## src/hw/mshr_macros.svh

```systemverilog
`ifndef MSHR_MACROS_SVH
`define MSHR_MACROS_SVH

// number of miss entries in the ring, must be a power of two
`define MSHR_DEPTH 8

// cache line address bits
`define MSHR_ADDR_W 28

`endif

```

## src/hw/mshr_pkg.sv

```systemverilog
`include "mshr_macros.svh"

package mshr_pkg;

    localparam int SLOT_W = $clog2(`MSHR_DEPTH);

    typedef logic [`MSHR_ADDR_W-1:0] addr_t;   // line address
    typedef logic [SLOT_W-1:0] slot_t;         // ring index
    typedef logic [SLOT_W:0] cnt_t;            // 0 .. depth inclusive
    typedef logic [`MSHR_DEPTH-1:0] vec_t;     // one bit per entry

    // cache op code, only the store code matters here
    typedef logic [2:0] op_t;
    localparam op_t OP_STORE = 3'd2;

    // match key, same line as load and as store are distinct
    typedef struct packed {
        addr_t addr;
        logic store;
    } mshr_key_t;

endpackage

```

## src/hw/miss_if.sv

```systemverilog
// one new allocation per cycle, tracking stage to issue stage
interface miss_if;
    import mshr_pkg::*;

    logic valid;    // strobe, one cycle per allocation
    addr_t addr;
    logic store;
    slot_t slot;    // ring slot just written

    modport src (
        output valid,
        output addr,
        output store,
        output slot
    );

    modport dst (
        input valid,
        input addr,
        input store,
        input slot
    );

endinterface

```

## src/hw/mshr_queue.sv

```systemverilog
`include "mshr_macros.svh"

module mshr_queue (
    input  logic                clk,
    input  logic                rst,
    input  logic                alloc,
    input  mshr_pkg::mshr_key_t alloc_key,
    input  mshr_pkg::mshr_key_t probe_key,
    input  mshr_pkg::mshr_key_t rsp_key,
    input  logic                rsp_valid,
    output mshr_pkg::vec_t      probe_match,
    output mshr_pkg::vec_t      rsp_match,
    output mshr_pkg::slot_t     wr_slot,
    output mshr_pkg::cnt_t      count
);
    import mshr_pkg::*;

    mshr_key_t keys [`MSHR_DEPTH];
    vec_t valid;
    vec_t done;
    slot_t head;    // oldest entry
    logic retire;
    vec_t retire_vec;
    vec_t alloc_vec;
    vec_t done_set;

    // only the head may leave, and only once it is finished
    assign retire = valid[head] && done[head];

    assign retire_vec = retire ? (vec_t'(1) << head) : '0;
    assign alloc_vec = alloc ? (vec_t'(1) << wr_slot) : '0;
    assign done_set = rsp_valid ? rsp_match : '0;

    always_comb begin
        for (int i = 0; i < `MSHR_DEPTH; i++) begin
            probe_match[i] = valid[i] && (keys[i] == probe_key);
            // a finished entry never takes a second response
            rsp_match[i] = valid[i] && !done[i] && (keys[i] == rsp_key);
        end
    end

    always_ff @(posedge clk) begin
        if (alloc) begin
            keys[wr_slot] <= alloc_key;
        end
    end

    always_ff @(posedge clk) begin
        if (rst) begin
            valid <= '0;
            done <= '0;
        end else begin
            valid <= (valid & ~retire_vec) | alloc_vec;
            done <= (done & ~retire_vec & ~alloc_vec) | done_set;
        end
    end

    always_ff @(posedge clk) begin
        if (rst) begin
            head <= '0;
            wr_slot <= '0;
            count <= '0;
        end else begin
            if (retire) begin
                head <= head + slot_t'(1);   // wraps at depth
            end
            if (alloc) begin
                wr_slot <= wr_slot + slot_t'(1);
            end
            count <= count + cnt_t'(alloc) - cnt_t'(retire);
        end
    end

endmodule

```

## src/hw/mshr_track.sv

```systemverilog
`include "mshr_macros.svh"

module mshr_track (
    input  logic                clk,
    input  logic                rst,
    input  logic                acc_valid,
    input  mshr_pkg::mshr_key_t acc_key,
    input  logic                l2_rsp_valid,
    input  logic                l2_rsp_store,
    input  mshr_pkg::addr_t     l2_rsp_addr,
    output logic                mshr_hit,
    output mshr_pkg::slot_t     hit_slot,
    output logic                mshr_fin,
    output mshr_pkg::slot_t     fin_slot,
    output logic                mshr_full,
    miss_if.src                 alloc_out
);
    import mshr_pkg::*;

    mshr_key_t rsp_key;
    vec_t probe_match;
    vec_t rsp_match;
    slot_t wr_slot;
    cnt_t count;
    cnt_t occupied;
    logic alloc;

    // match vectors are one-hot, so OR of the set indices gives the slot
    function automatic slot_t onehot_to_slot(input vec_t vec);
        slot_t s;
        s = '0;
        for (int i = 0; i < `MSHR_DEPTH; i++) begin
            if (vec[i]) begin
                s = s | slot_t'(i);
            end
        end
        return s;
    endfunction

    assign rsp_key.addr = l2_rsp_addr;
    assign rsp_key.store = l2_rsp_store;

    assign mshr_hit = acc_valid && (|probe_match);
    assign hit_slot = onehot_to_slot(probe_match);
    assign alloc = acc_valid && !(|probe_match);   // new line, take a slot

    assign mshr_fin = l2_rsp_valid && (|rsp_match);
    assign fin_slot = onehot_to_slot(rsp_match);

    // stage 1 counts too, it may still allocate
    assign occupied = count + cnt_t'(acc_valid);
    assign mshr_full = (occupied >= cnt_t'(`MSHR_DEPTH));

    assign alloc_out.valid = alloc;
    assign alloc_out.addr = acc_key.addr;
    assign alloc_out.store = acc_key.store;
    assign alloc_out.slot = wr_slot;

    mshr_queue mshr_queue_i (
        .clk         (clk),
        .rst         (rst),
        .alloc       (alloc),
        .alloc_key   (acc_key),
        .probe_key   (acc_key),
        .rsp_key     (rsp_key),
        .rsp_valid   (l2_rsp_valid),
        .probe_match (probe_match),
        .rsp_match   (rsp_match),
        .wr_slot     (wr_slot),
        .count       (count)
    );

endmodule

```

## src/hw/miss_accept.sv

```systemverilog
module miss_accept (
    input  logic                clk,
    input  logic                rst,
    input  logic                miss_valid,
    input  mshr_pkg::op_t       miss_op,
    input  mshr_pkg::addr_t     miss_addr,
    input  logic                mshr_full,
    output logic                acc_valid,
    output mshr_pkg::mshr_key_t acc_key
);
    import mshr_pkg::*;

    mshr_key_t miss_key;
    logic take;

    // anything that is not a store is tracked as a load
    assign miss_key.addr = miss_addr;
    assign miss_key.store = (miss_op == OP_STORE);

    // dropped while full, no replay
    assign take = miss_valid && !mshr_full;

    always_ff @(posedge clk) begin
        if (rst) begin
            acc_valid <= 1'b0;
        end else begin
            acc_valid <= take;
        end
    end

    always_ff @(posedge clk) begin
        if (take) begin
            acc_key <= miss_key;
        end
    end

endmodule

```

## src/hw/l2_issue.sv

```systemverilog
module l2_issue (
    input  logic            clk,
    input  logic            rst,
    miss_if.dst             alloc_in,
    output logic            l2_req_valid,
    output mshr_pkg::addr_t l2_req_addr,
    output logic            l2_req_store,
    output mshr_pkg::slot_t l2_req_slot
);

    // L2 never stalls, so every allocation becomes a single strobe
    always_ff @(posedge clk) begin
        if (rst) begin
            l2_req_valid <= 1'b0;
        end else begin
            l2_req_valid <= alloc_in.valid;
        end
    end

    always_ff @(posedge clk) begin
        if (alloc_in.valid) begin
            l2_req_addr <= alloc_in.addr;
            l2_req_store <= alloc_in.store;
            l2_req_slot <= alloc_in.slot;   // tag, comes back as the finish slot
        end
    end

endmodule

```

## src/hw/mshr_top.sv

```systemverilog
module mshr_top (
    input  logic            clk,
    input  logic            rst,
    input  logic            miss_valid,
    input  mshr_pkg::op_t   miss_op,
    input  mshr_pkg::addr_t miss_addr,
    input  logic            l2_rsp_valid,
    input  logic            l2_rsp_store,
    input  mshr_pkg::addr_t l2_rsp_addr,
    output logic            mshr_hit,
    output mshr_pkg::slot_t hit_slot,
    output logic            mshr_fin,
    output mshr_pkg::slot_t fin_slot,
    output logic            mshr_full,
    output logic            l2_req_valid,
    output mshr_pkg::addr_t l2_req_addr,
    output logic            l2_req_store,
    output mshr_pkg::slot_t l2_req_slot
);
    import mshr_pkg::*;

    logic acc_valid;
    mshr_key_t acc_key;

    miss_if alloc_if ();

    miss_accept miss_accept_i (
        .clk        (clk),
        .rst        (rst),
        .miss_valid (miss_valid),
        .miss_op    (miss_op),
        .miss_addr  (miss_addr),
        .mshr_full  (mshr_full),
        .acc_valid  (acc_valid),
        .acc_key    (acc_key)
    );

    mshr_track mshr_track_i (
        .clk          (clk),
        .rst          (rst),
        .acc_valid    (acc_valid),
        .acc_key      (acc_key),
        .l2_rsp_valid (l2_rsp_valid),
        .l2_rsp_store (l2_rsp_store),
        .l2_rsp_addr  (l2_rsp_addr),
        .mshr_hit     (mshr_hit),
        .hit_slot     (hit_slot),
        .mshr_fin     (mshr_fin),
        .fin_slot     (fin_slot),
        .mshr_full    (mshr_full),
        .alloc_out    (alloc_if.src)
    );

    l2_issue l2_issue_i (
        .clk          (clk),
        .rst          (rst),
        .alloc_in     (alloc_if.dst),
        .l2_req_valid (l2_req_valid),
        .l2_req_addr  (l2_req_addr),
        .l2_req_store (l2_req_store),
        .l2_req_slot  (l2_req_slot)
    );

endmodule

```

## config.mk

```make
export PLATFORM = sky130hd
export DESIGN_NAME = mshr_top
export DESIGN_NICKNAME = d
export VERILOG_FILES = /design/src/hw/mshr_pkg.sv /design/src/hw/miss_if.sv /design/src/hw/mshr_queue.sv /design/src/hw/mshr_track.sv /design/src/hw/miss_accept.sv /design/src/hw/l2_issue.sv /design/src/hw/mshr_top.sv
export VERILOG_INCLUDE_DIRS = /design/src /design/src/hw
export SDC_FILE = /design/constraint.sdc
export NUM_CORES = 1
export LEC_CHECK = 0
export BUFFER_PORTS_ARGS = -buffer_cell sky130_fd_sc_hd__clkbuf_2
export CORE_AREA = 2 2 204 206
export DETAILED_ROUTE_END_ITERATION = 12
export DIE_AREA = 0 0 206 208
export GPL_TIMING_DRIVEN = 0
export PLACE_DENSITY = 0.52
export SLEW_MARGIN = 20
export SYNTH_ARGS = -nofsm -noshare
export SYNTH_HDL_FRONTEND = slang
export SYNTH_SLANG_ARGS = --single-unit
```

## constraint.sdc

```tcl
create_clock -name clk -period 4.2 [get_ports clk]
set_input_delay 0.42 -clock clk [delete_from_list [all_inputs] [get_ports clk]]
set_output_delay 0.42 -clock clk [all_outputs]
set_load 0.03 [all_outputs]
```

==> results of run 1 <==
==> cell families after synthesis <==
family | Yosys count
adders and majority gates | 19
xor gates and xnor gates | 469
and+or+nand+nor | 247
DFF | 321
AOI/OAI and AO/OA | 41
buffers and inverters | 81
muxes | 2
==> worst max-delay path by stage <==
stage | startpoint | end | cells after the start
finish | l2_rsp_addr[7] | mshr_fin | 8
global route | miss_accept_i.acc_key[25] | mshr_track_i.mshr_queue_i.count[2] | 15
CTS | miss_accept_i.acc_key[5] | mshr_track_i.mshr_queue_i.count[1] | 14
detailed placement | miss_accept_i.acc_key[18] | mshr_track_i.mshr_queue_i.count[1] | 14
global placement | miss_accept_i.acc_key[18] | mshr_track_i.mshr_queue_i.count[1] | 14
floorplan | miss_accept_i.acc_key[28] | mshr_track_i.mshr_queue_i.count[2] | 15
==> layout by cell type (no fill, tap or decap), types with 7 or more instances in the layout <==
cell | Yosys | final
a21oi_1 | 12 | 12
and4_2 | 0 | 7
buf_2 | 23 | 23
buf_4 | 3 | 17
buf_6 | 28 | 27
clkbuf_1 | 9 | 18
clkbuf_16 | 0 | 39
clkbuf_2 | 0 | 75
clkinv_2 | 0 | 8
dfxtp_1 | 28 | 28
edfxtp_1 | 293 | 293
ha_1 | 18 | 18
inv_1 | 15 | 15
nand2_1 | 43 | 43
nand4_1 | 90 | 90
nor2_1 | 18 | 18
nor4_1 | 49 | 47
xnor2_1 | 345 | 339
xor2_1 | 124 | 124
==> stage by stage <==
step                hold WS [ps]  std cells  total power [mW]
finish                      30.5       1879              8.84
global route                22.6       1878              9.10
CTS                         7.80       1866              8.85
detailed placement           491       1795              5.68
global placement             490       1787              5.66
floorplan                    462       1180              4.95
==> power breakdown <==
group	internal [mW]	total [mW]	switching (mW)	leakage (nW)
registers	3.79	4.00	0.217	2.90
logic	0.585	1.66	1.07	2.59
clock network	1.81	3.18	1.37	0.571
==> critical path, cell delays in order <==
cell and delay, ps:
clkbuf_1 540, xor2_1 300, nor4_1 870, nand4_1 310
nor4_1 810, nand3b_1 240, o21a_1 120, clkbuf_2 190
==> registers in the layout, indices dropped and copies added (netlist names) <==
name                               flops
mshr_track_i.mshr_queue_i.count        4
mshr_track_i.mshr_queue_i.done         8
mshr_track_i.mshr_queue_i.wr_slot      3
mshr_track_i.mshr_queue_i.valid        8
l2_issue_i.l2_req_store                1
mshr_track_i.mshr_queue_i.head         3
l2_issue_i.l2_req_slot                 3
l2_issue_i.l2_req_addr                28
miss_accept_i.acc_key                 29
mshr_track_i.mshr_queue_i.keys       232
miss_accept_i.acc_valid                1
l2_issue_i.l2_req_valid                1
==> layer usage <==
| metal | part of all wire, % | track usage, % | wire length, um | up-vias |
|---|---|---|---|---|
| li1 | - | - | - | 4502 |
| met1 | 44 | 40.2 | 26700 | 5219 |
| met2 | 47 | 45.4 | 28300 | 383 |
| met3 | 6.1 | 4.01 | 3690 | 91 |
| met4 | 3.1 | 8.97 | 1870 | 0 |
| met5 | 0 | 0 | 0 | - |
==> repair_timing <==
action,4_1_cts,5_1_grt
setup endpoints to repair,143,4
resized for setup,5,6
pin swaps,1,0
buffers inserted,2,12
hold buffers,0,0
==> layout make-up <==
type	count	area, um2
clock inverters	19	134
flip-flops and latches	321	9360
repair buffers	97	663
multi-input cells	778	6230
well taps	532	666
fillers	3723	21900
inverters	16	60.1
clock buffers	50	1040
diodes	1	2.50
plain buffers	65	503
==> summary.md, run 1 <==
| Metric | Value |
|---|---|
| Status | finished with violations |
| Violated checks | setup timing |
| DRT antenna net count | 0 |
| List of most frequent post-synthesis cells | 345 x xnor2_1, 293 x edfxtp_1, 124 x xor2_1 |
| DRT Wirelength | approximately 61,000 um |
| CTS Buf Count | 38 |
| Number of global-route vias before repair | 9,946 |
| Fin crit period | 4240 ps |
| Die Wd | 206 um |
| YS warnings | 0 |
| CTS max path bufs | 3 |
| Largest net degree at the start of global routing | 42 |
| Post-DP HPWL | between 40,000 and 50,000 um |
| Area contributors post-synth | edfxtp_1 55%, xnor2_1 19%, xor2_1 6.8% |
| Core Area | 40,600 um2 |
| TritonCTS clock tree | built |
| P_leak | slightly above 6 nW |
| Nets | 1,400 |
| R2R Path Start | miss_accept_i.acc_key[13] |
| Worst Hold Depth | 1 |
| Cell Pwr Density | ~470 nW/um2 |
| Worst hold path type | in -> reg |
| Worst Setup Start Kind | input pin |
| Finished Core Util | 46.0% |
| Via density | 5.43 |
| Synth Area in Simple Gates | 9.13% |
| Largest family of logic cells by synthesized area | XOR/XNOR gates |
| Slew Limit Fails | 0 |
| Initial Utilization | 39.6% |
| Post-place setup slack | -677 ps |
| Fmax | 236 MHz |
| R2R Setup Slk | 150 ps |
| Max IR drop VDD | 0.000327 V |
| Yosys top cell by area | edfxtp_1 |
| H-tree levels | 2 |
| Ys async rst share | 0% |
| Worst-Margin Slew | 1140 ps |
| Flops & latches, synth | roughly 320 |
| Gpl congestion | just under 1 |
| Die area | 42,800 um2 |
| R2R depth | 14 |
| Beginning of the worst hold path | miss_addr[16] |
| # rows | 74 |
| Post-synthesis mux area share | 0.280% |
| Unrepaired setup endpoints after global routing | false |
| Crit path capture type | primary output |
| Yosys top cell area share | roughly 55% |
| Critical Path RT | 3780 ps |
| Area grow syn2layout | 16.1% |
| Gr usage total | 28.5% |
| IO Pins | 106 |
| Sink Count | between 300 and 400 |
| First-pass detailed-route iteration total | 5 |
| Crit Path Category | in -> out |
| Chip Height | 208 um |
| Top-count cell post-synth | xnor2_1 |
| Data arrival, critical path | 3820 ps |
| Worst slew margin | 23.2% |
| Reg2Reg Capture Point | mshr_track_i.mshr_queue_i.count[1] |
| Syn_nets | 1,263 |
| Vias | ~10,000 |
| Fin area | between 15,000 and 20,000 um2 |
| Compound-Gate Fraction of Synth Area | 1.80% |
| WL/cell | ~32 um |
| DRC viols | 0 |
| Share of cells above drive strength 1 | 17.4% |
| Hold Vio Cnt, Final | 0 |
| Ys flop type | edfxtp_1 |
| Setup_tns | -80.0 ps |
| GRT Residual Overflow | 0 |
| Setup Skew | 25.8 ps |
| Cell Area, Placed | 17,300 um2 |
| Average cell area after synthesis | 13.6 um2 |
| Count of input and output buffers | between 70 and 80 |
| Initial antenna violation count | 1 |
| Clock Pin Slew Worst Setup and Hold Paths | 60 ps |
| Clk_lat worst skew | 570 ps |
| Final WS setup | -41.3 ps |
| Synth Instances | about 1,200 |
| Synthesized cell area | 16,100 um2 |
| Post-synthesis sequential area ratio | roughly 58% |
| Worst hold endpoint | miss_accept_i.acc_key[17] |
| Post-Synth XOR/XNOR Area | 25.6% |
| First-pass GRT wire length | around 82,000 um |
| Root Driver | clkbuf_16 |
| Synth Area in Adders | 1.53% |
| Fin crit share | 101% |
| EDFF count, synth | 293 |
| Crit path max fanout | 8 |
| Netlist cell types | 51 |
| Initial DRC count | ~1,100 |
| Max-cap violations | 0 |
| Final Setup Violations | 3 |
No activity file was read; power rests on OpenSTA's default activity.
==> inputs of run 2 (changes only) <==
- CAP_MARGIN: unset -> 25
- PLACE_DENSITY: 0.52 -> unset
- PLACE_DENSITY_LB_ADDON: unset -> 0.1
==> summary.md, run 2 (synthesis results as in run 1) <==
| Metric | Value |
|---|---|
| Largest regs | mshr_track_i.mshr_queue_i.keys x232, miss_accept_i.acc_key x29, l2_issue_i.l2_req_addr x28 |
| Area grow syn2layout | 16.9% |
| Max-cap violations | 0 (unchanged) |
| Unrepaired setup endpoints after global routing | false |
| DRC viols | 0 (unchanged) |
| Hold Vio Cnt, Final | 0 (unchanged) |
| WL/cell | 32.5 um (+0.75%) |
| Buffers & Inverters on Critical Path | 3 (+1) |
| Die Wd | 206 um (unchanged) |
| Fmax | 245 MHz (+3.8%) |
| Sink Count | 321 (unchanged) |
| Max IR drop VDD | 0.000314 V (-3.9%) |
| Critical Path Max Stage Delay | 640 ps (-230 ps) |
| Number of flip-flops in the largest register | 232 (unchanged) |
| Initial DRC count | 1,079 (-3.4%) |
| Post-CTS Hold Buffers | 0 (unchanged) |
| Slew Limit Fails | 0 (unchanged) |
| Count of input and output buffers | 75 (unchanged) |
| Fin crit share | 97.3% (-3.7 points) |
| Critical path's top delay family | simple AND/OR/NAND/NOR gates |
| Post-DP HPWL | 46,500 um (-0.57%) |
| IO Pins | 106 (unchanged) |
| DRT Wirelength | 61,000 um (+0.75%) |
| Diode count | 0 (-1) |
| Status | finished, final reports clean |
| Most flops, register | mshr_track_i.mshr_queue_i.keys |
| Number of global-route vias before repair | 10,060 (+1.1%) |
| Data arrival, critical path | 3670 ps (-150 ps) |
| Via density | 5.46 (+0.71%) |
| TritonCTS clock tree | built |
| Gr usage total | 28.6% (+0.11 points) |
| Clock Pin Slew Worst Setup and Hold Paths | 60 ps (about the same) |
| Largest net degree at the start of global routing | 42 (unchanged) |
| CP Cell Sequence | buf_6 -> xnor2_1 -> nand4_1 -> nor4_2 -> a22oi_2 -> nand4_4 -> buf_4 -> and2_1 -> clkbuf_2 |
| Fin crit period | 4090 ps (-155 ps) |
| Share of cells above drive strength 1 | 17.7% (+0.36 points) |
| Vias | 10,267 (+0.71%) |
| Crit Path Category | reg -> out |
| Crit path max fanout | 10 (+2) |
| P_leak | 6.14 nW (+1.3%) |
| CTS Buf Count | 38 (unchanged) |
| Worst hold path type | in -> reg |
| Commonest non-fill, non-tap cell in the layout | xnor2_1 |
| Finished Core Util | 46.3% (+0.30 points) |
| Most frequent cells in the layout | 337 x xnor2_1, 293 x edfxtp_1, 124 x xor2_1 |
| Cell Pwr Density | 480 nW/um2 (+1.3%) |
| Crit path from | miss_accept_i.acc_key[17] |
| Critical Path RT | 3780 ps (about the same) |
| First-pass detailed-route iteration total | 8 (+3) |
| CTS max path bufs | 3 (unchanged) |
| Initial antenna violation count | 0 (-1) |
| Initial Utilization | 39.6% (unchanged) |
| Final Setup Violations | 0 (-3) |
| Worst hold slack | 29.3 ps (-1.21 ps) |
| Setup Skew | 21.4 ps (-4.33 ps) |
| Pwr Total | 9.02 mW (+2.0%) |
| DRT antenna net count | 0 (unchanged) |
| Worst Setup Start Kind | flop |
| Worst-Margin Slew | 1120 ps (-21.8 ps) |
| Slowest stage cell, crit path | edfxtp_1 |
| R2R Path Start | miss_accept_i.acc_key[17] |
| Worst slew margin | 24.7% (+1.5 points) |
| Setup_tns | 0 ps (+80.0 ps) |
| Chip Height | 208 um (unchanged) |
| Nets | 1,400 (unchanged) |
| Gpl congestion | 0.976 (about the same) |
| Core Area | 40,600 um2 (unchanged) |
| # rows | 74 (unchanged) |
| First-pass GRT wire length | 82,900 um (+0.77%) |
| Beginning of the worst hold path | miss_addr[8] |
| GRT Residual Overflow | 0 (unchanged) |
| Crit path capture type | primary output |
| H-tree levels | 2 (unchanged) |
| Clk_lat worst skew | 570 ps (about the same) |
| Root Driver | clkbuf_16 |
| Die area | 42,800 um2 (unchanged) |
run 2: cell types whose count changed in the layout (fill, tap and decap cells not counted), sizes merged:
cell	previous run	this run
clkbuf	134	137
clkinv	14	17
clkinvlp	3	0
diode	1	0
inv	17	15
run 2: area by class of cell:
cell class | count | area (um2)
timing repair buffer | 97 | 678
fill | 3719 | 21800
multi-input combinational | 778 | 6270
sequential | 321 | 9360
tap | 532 | 666
inverter | 16 | 60.1
clock buffer | 53 | 1130
clock inverter | 17 | 105
buffer | 65 | 503
run 2: final timing paths:
check | endpoint | slack, ps | cells past startpoint
max reg2reg | mshr_track_i.mshr_queue_i.count[1] | 120 | 14
max | mshr_hit | 110 | 9
min | miss_accept_i.acc_key[9] | 30 | 1
min reg2reg | mshr_track_i.mshr_queue_i.done[2] | 500 | 2
run 2: what timing repair did:
action | 4_1_cts | 5_1_grt
pin swaps | 1 | 2
buffers inserted | 1 | 13
gates resized for setup | 6 | 10
endpoints found under the setup margin | 199 | 4
run 2: stage by stage:
stage	instances	setup slack [ps]	cell area, um2
6_report	1879	114	18800
5_1_grt	1879	9.62	18800
4_1_cts	1866	7.49	18600
3_5_place_dp	1795	-787	17300
3_3_place_gp	1787	-799	17100
2_1_floorplan	1180	1070	16100
run 2: power by group:
group / switching [mW] / leakage [nW] / internal (mW)
clock network: 1.39 / 0.615 / 1.94
registers: 0.220 / 2.90 / 3.79
logic: 1.08 / 2.62 / 0.589
total: 2.70 / 6.14 / 6.32
run 2: routing by layer:
| layer | wire, um | GRT usage, % |
|---|---|---|
| met5 | 0 | 0 |
| met4 | 2080 | 9.98 |
| met3 | 3850 | 3.59 |
| met2 | 28400 | 45.5 |
| met1 | 26700 | 40.3 |
==> inputs of run 3 (changes only) <==
- ABC_CLOCK_PERIOD_IN_PS: unset -> 4850
- PLACE_DENSITY: unset -> 0.6
- PLACE_DENSITY_LB_ADDON: 0.1 -> unset
- clock period: 4.2 -> 4.85 ns (I/O delays scaled with it)
==> summary.md, run 3 (synthesis results as in run 1) <==
| Metric | Value |
|---|---|
| First-pass detailed-route iteration total | 5 (-3) |
| H-tree levels | 2 (unchanged) |
| Setup Skew | 24.9 ps (+3.45 ps) |
| Cell Pwr Density | 416 nW/um2 (-13%) |
| DRT Wirelength | 60,000 um (-1.6%) |
| Seq pwr share | 45.5% (+1.1 points) |
| CP Cell Sequence | buf_6 -> xnor2_1 -> nand4_1 -> nor4_1 -> a22oi_1 -> nand4_4 -> buf_4 -> and2_1 -> clkbuf_2 |
| DRC viols | 0 (unchanged) |
| PostCTS Resize Cnt | 0 (-6) |
| Chip Height | 208 um (unchanged) |
| Number of flip-flops in the largest register | 232 (unchanged) |
| Initial Utilization | 39.6% (unchanged) |
| CTS Buf Count | 39 (+2.6%) |
| # rows | 74 (unchanged) |
| Setup_tns | 0 ps (unchanged) |
| Pwr Total | 7.71 mW (-14%) |
| Final Setup Violations | 0 (unchanged) |
| WL/cell | 32.2 um (-0.98%) |
| IO Pins | 106 (unchanged) |
| Max-cap violations | 0 (unchanged) |
| Clock power share | 36.7% (-0.3 points) |
| Share of cells above drive strength 1 | 15.5% (-2.2 points) |
| Number of global-route vias before repair | 10,097 (+0.37%) |
| Critical Path RT | 4370 ps (+590 ps) |
| Post-CTS Setup Inserts | 0 (-1) |
| Reg2Reg Capture Point | mshr_track_i.mshr_queue_i.count[1] |
| Crit path from | miss_accept_i.acc_key[18] |
| R2R Setup Slk | 100 ps (-20 ps) |
| First-pass GRT wire length | 81,400 um (-1.8%) |
| Worst hold path type | in -> reg |
| Vias | 10,209 (-0.56%) |
| R2R Path Start | miss_accept_i.acc_key[18] |
| Die area | 42,800 um2 (unchanged) |
| Worst hold slack | 73.6 ps (+44.3 ps) |
| Crit path max fanout | 10 (unchanged) |
| Count of input and output buffers | 75 (unchanged) |
| Slowest stage cell, crit path | nor4_1 |
| Initial antenna violation count | 3 (+3) |
| Clock Pin Slew Worst Setup and Hold Paths | 50 ps (about the same) |
| Gpl congestion | 1.00 (+2.6%) |
| Commonest non-fill, non-tap cell in the layout | xnor2_1 |
| R2R depth | 14 (unchanged) |
| Root Driver | clkbuf_16 |
| Status | finished, final reports clean |
| GRT Residual Overflow | 0 (unchanged) |
| Largest net degree at the start of global routing | 42 (unchanged) |
| Core Area | 40,600 um2 (unchanged) |
| Gr usage total | 28.2% (-0.46 points) |
| Fin area | 18,500 um2 (-1.3%) |
| Post-CTS Hold Buffers | 0 (unchanged) |
| Finished Core Util | 45.7% (-0.61 points) |
| Post-DP HPWL | 45,700 um (-1.7%) |
| Die Wd | 206 um (unchanged) |
| Fin crit share | 98.8% |
| Via density | 5.47 (about the same) |
| Crit path capture type | primary output |
| Sw frac | 30.5% (+0.58 points) |
| Nets | 1,388 (-0.86%) |
| Hold Vio Cnt, Final | 0 (unchanged) |
| Worst Setup Start Kind | flop |
| CP endpoint | mshr_hit |
| Max IR drop VDD | 0.000257 V (-18%) |
| Cell Area, Placed | 17,300 um2 (about the same) |
| Clk_lat worst skew | 590 ps (+20 ps) |
| Most flops, register | mshr_track_i.mshr_queue_i.keys |
| Slew Limit Fails | 0 (unchanged) |
| P_leak | 5.97 nW (-2.8%) |
| Fmax | 209 MHz |
| Crit Path Category | reg -> out |
| Area grow syn2layout | 15.3% |
| Switching Power | 2.35 mW (-13%) |
| Sink Count | 321 (unchanged) |
| Largest regs | mshr_track_i.mshr_queue_i.keys x232, miss_accept_i.acc_key x29, l2_issue_i.l2_req_addr x28 |
| Data arrival, critical path | 4310 ps (+640 ps) |
| Worst slew margin | 16.6% (-8.1 points) |
| Critical Path Max Stage Delay | 730 ps (+90 ps) |
| Worst-Margin Slew | 1240 ps (+121 ps) |
| Most frequent cells in the layout | 345 x xnor2_1, 293 x edfxtp_1, 124 x xor2_1 |
| Fin crit period | approximately 4800 ps |
| Initial DRC count | 1,300 (+20%) |
| Gate power share | 17.8% (-0.7 points) |
| Worst Hold Depth | 1 (unchanged) |
| Cell Int Power | 5.36 mW (-15%) |
| Unrepaired setup endpoints after global routing | false |
| CTS max path bufs | 3 (unchanged) |
| TritonCTS clock tree | built |
| DRT antenna net count | 0 (unchanged) |
[run 3: changes by cell type in the layout (fill, tap and decap cells not counted), moves of 2 or more]
| cell | previous run | this run |
|---|---|---|
| buf_4 | 17 | 3 |
| xnor2_1 | 337 | 345 |
| xnor2_2 | 8 | 0 |
| nor4_1 | 44 | 49 |
| clkbuf_8 | 4 | 0 |
| clkinv_1 | 8 | 12 |
| clkinv_2 | 8 | 4 |
| clkbuf_16 | 42 | 39 |
| nor4_2 | 6 | 3 |
| buf_12 | 4 | 2 |
| clkbuf_1 | 16 | 18 |
| inv_16 | 0 | 2 |
| nor4_4 | 2 | 0 |
[run 3: per-layer routing]
metal  vias to the layer above  part of all wire, %  track usage [%]
met5                         -                    0                0
met4                         0                  3.2             8.89
met3                        70                  7.2             5.45
met2                       445                   46             44.4
met1                      5215                   43             39.1
li1                       4479                    -                -
[run 3: layout make-up]
type / count / area, um2
sequential: 321 / 9360
multi-input combinational: 778 / 6160
tap: 532 / 666
clock inverter: 22 / 186
clock buffer: 48 / 1010
fill: 3709 / 22000
buffer: 65 / 494
timing repair buffer: 84 / 586
antenna: 1 / 2.50
inverter: 16 / 60.1
[run 3: worst min-delay path by stage]
stage | from | end | slack (ps)
2_1_floorplan | mshr_track_i.mshr_queue_i.done[4] | mshr_track_i.mshr_queue_i.done[4] | 460
3_3_place_gp | mshr_track_i.mshr_queue_i.done[4] | mshr_track_i.mshr_queue_i.done[4] | 480
3_5_place_dp | mshr_track_i.mshr_queue_i.done[4] | mshr_track_i.mshr_queue_i.done[4] | 480
4_1_cts | miss_addr[18] | miss_accept_i.acc_key[19] | 50
5_1_grt | miss_addr[8] | miss_accept_i.acc_key[9] | 60
6_report | miss_addr[27] | miss_accept_i.acc_key[28] | 70
[run 3: power by group through the flow]
stage / Clock, mW / Combinational (mW) / Sequential [mW]
6_report: 2.83 / 1.37 / 3.51
5_1_grt: 2.96 / 1.42 / 3.52
4_1_cts: 2.86 / 1.37 / 3.51
3_5_place_dp: 0 / 1.36 / 3.56
3_3_place_gp: 0 / 1.34 / 3.56
2_1_floorplan: 0 / 0.765 / 3.52
[run 3: metrics by stage]
| stage | cells | worst slack, ps |
|---|---|---|
| 6_report | 1867 | 60.0 |
| 5_1_grt | 1866 | 57.4 |
| 4_1_cts | 1866 | 75.0 |
| 3_5_place_dp | 1796 | 151 |
| 3_3_place_gp | 1787 | 133 |
| 2_1_floorplan | 1180 | 1720 |
[run 3: worst max-delay path, delay by kind of cell (launching register included)]
kind,cells,cell delay [ps]
AO/OA/AOI/OAI,1,330
flip-flops,1,590
XOR/XNOR,1,530
AND/OR/NAND/NOR,4,1580
buffers and inverters,3,690
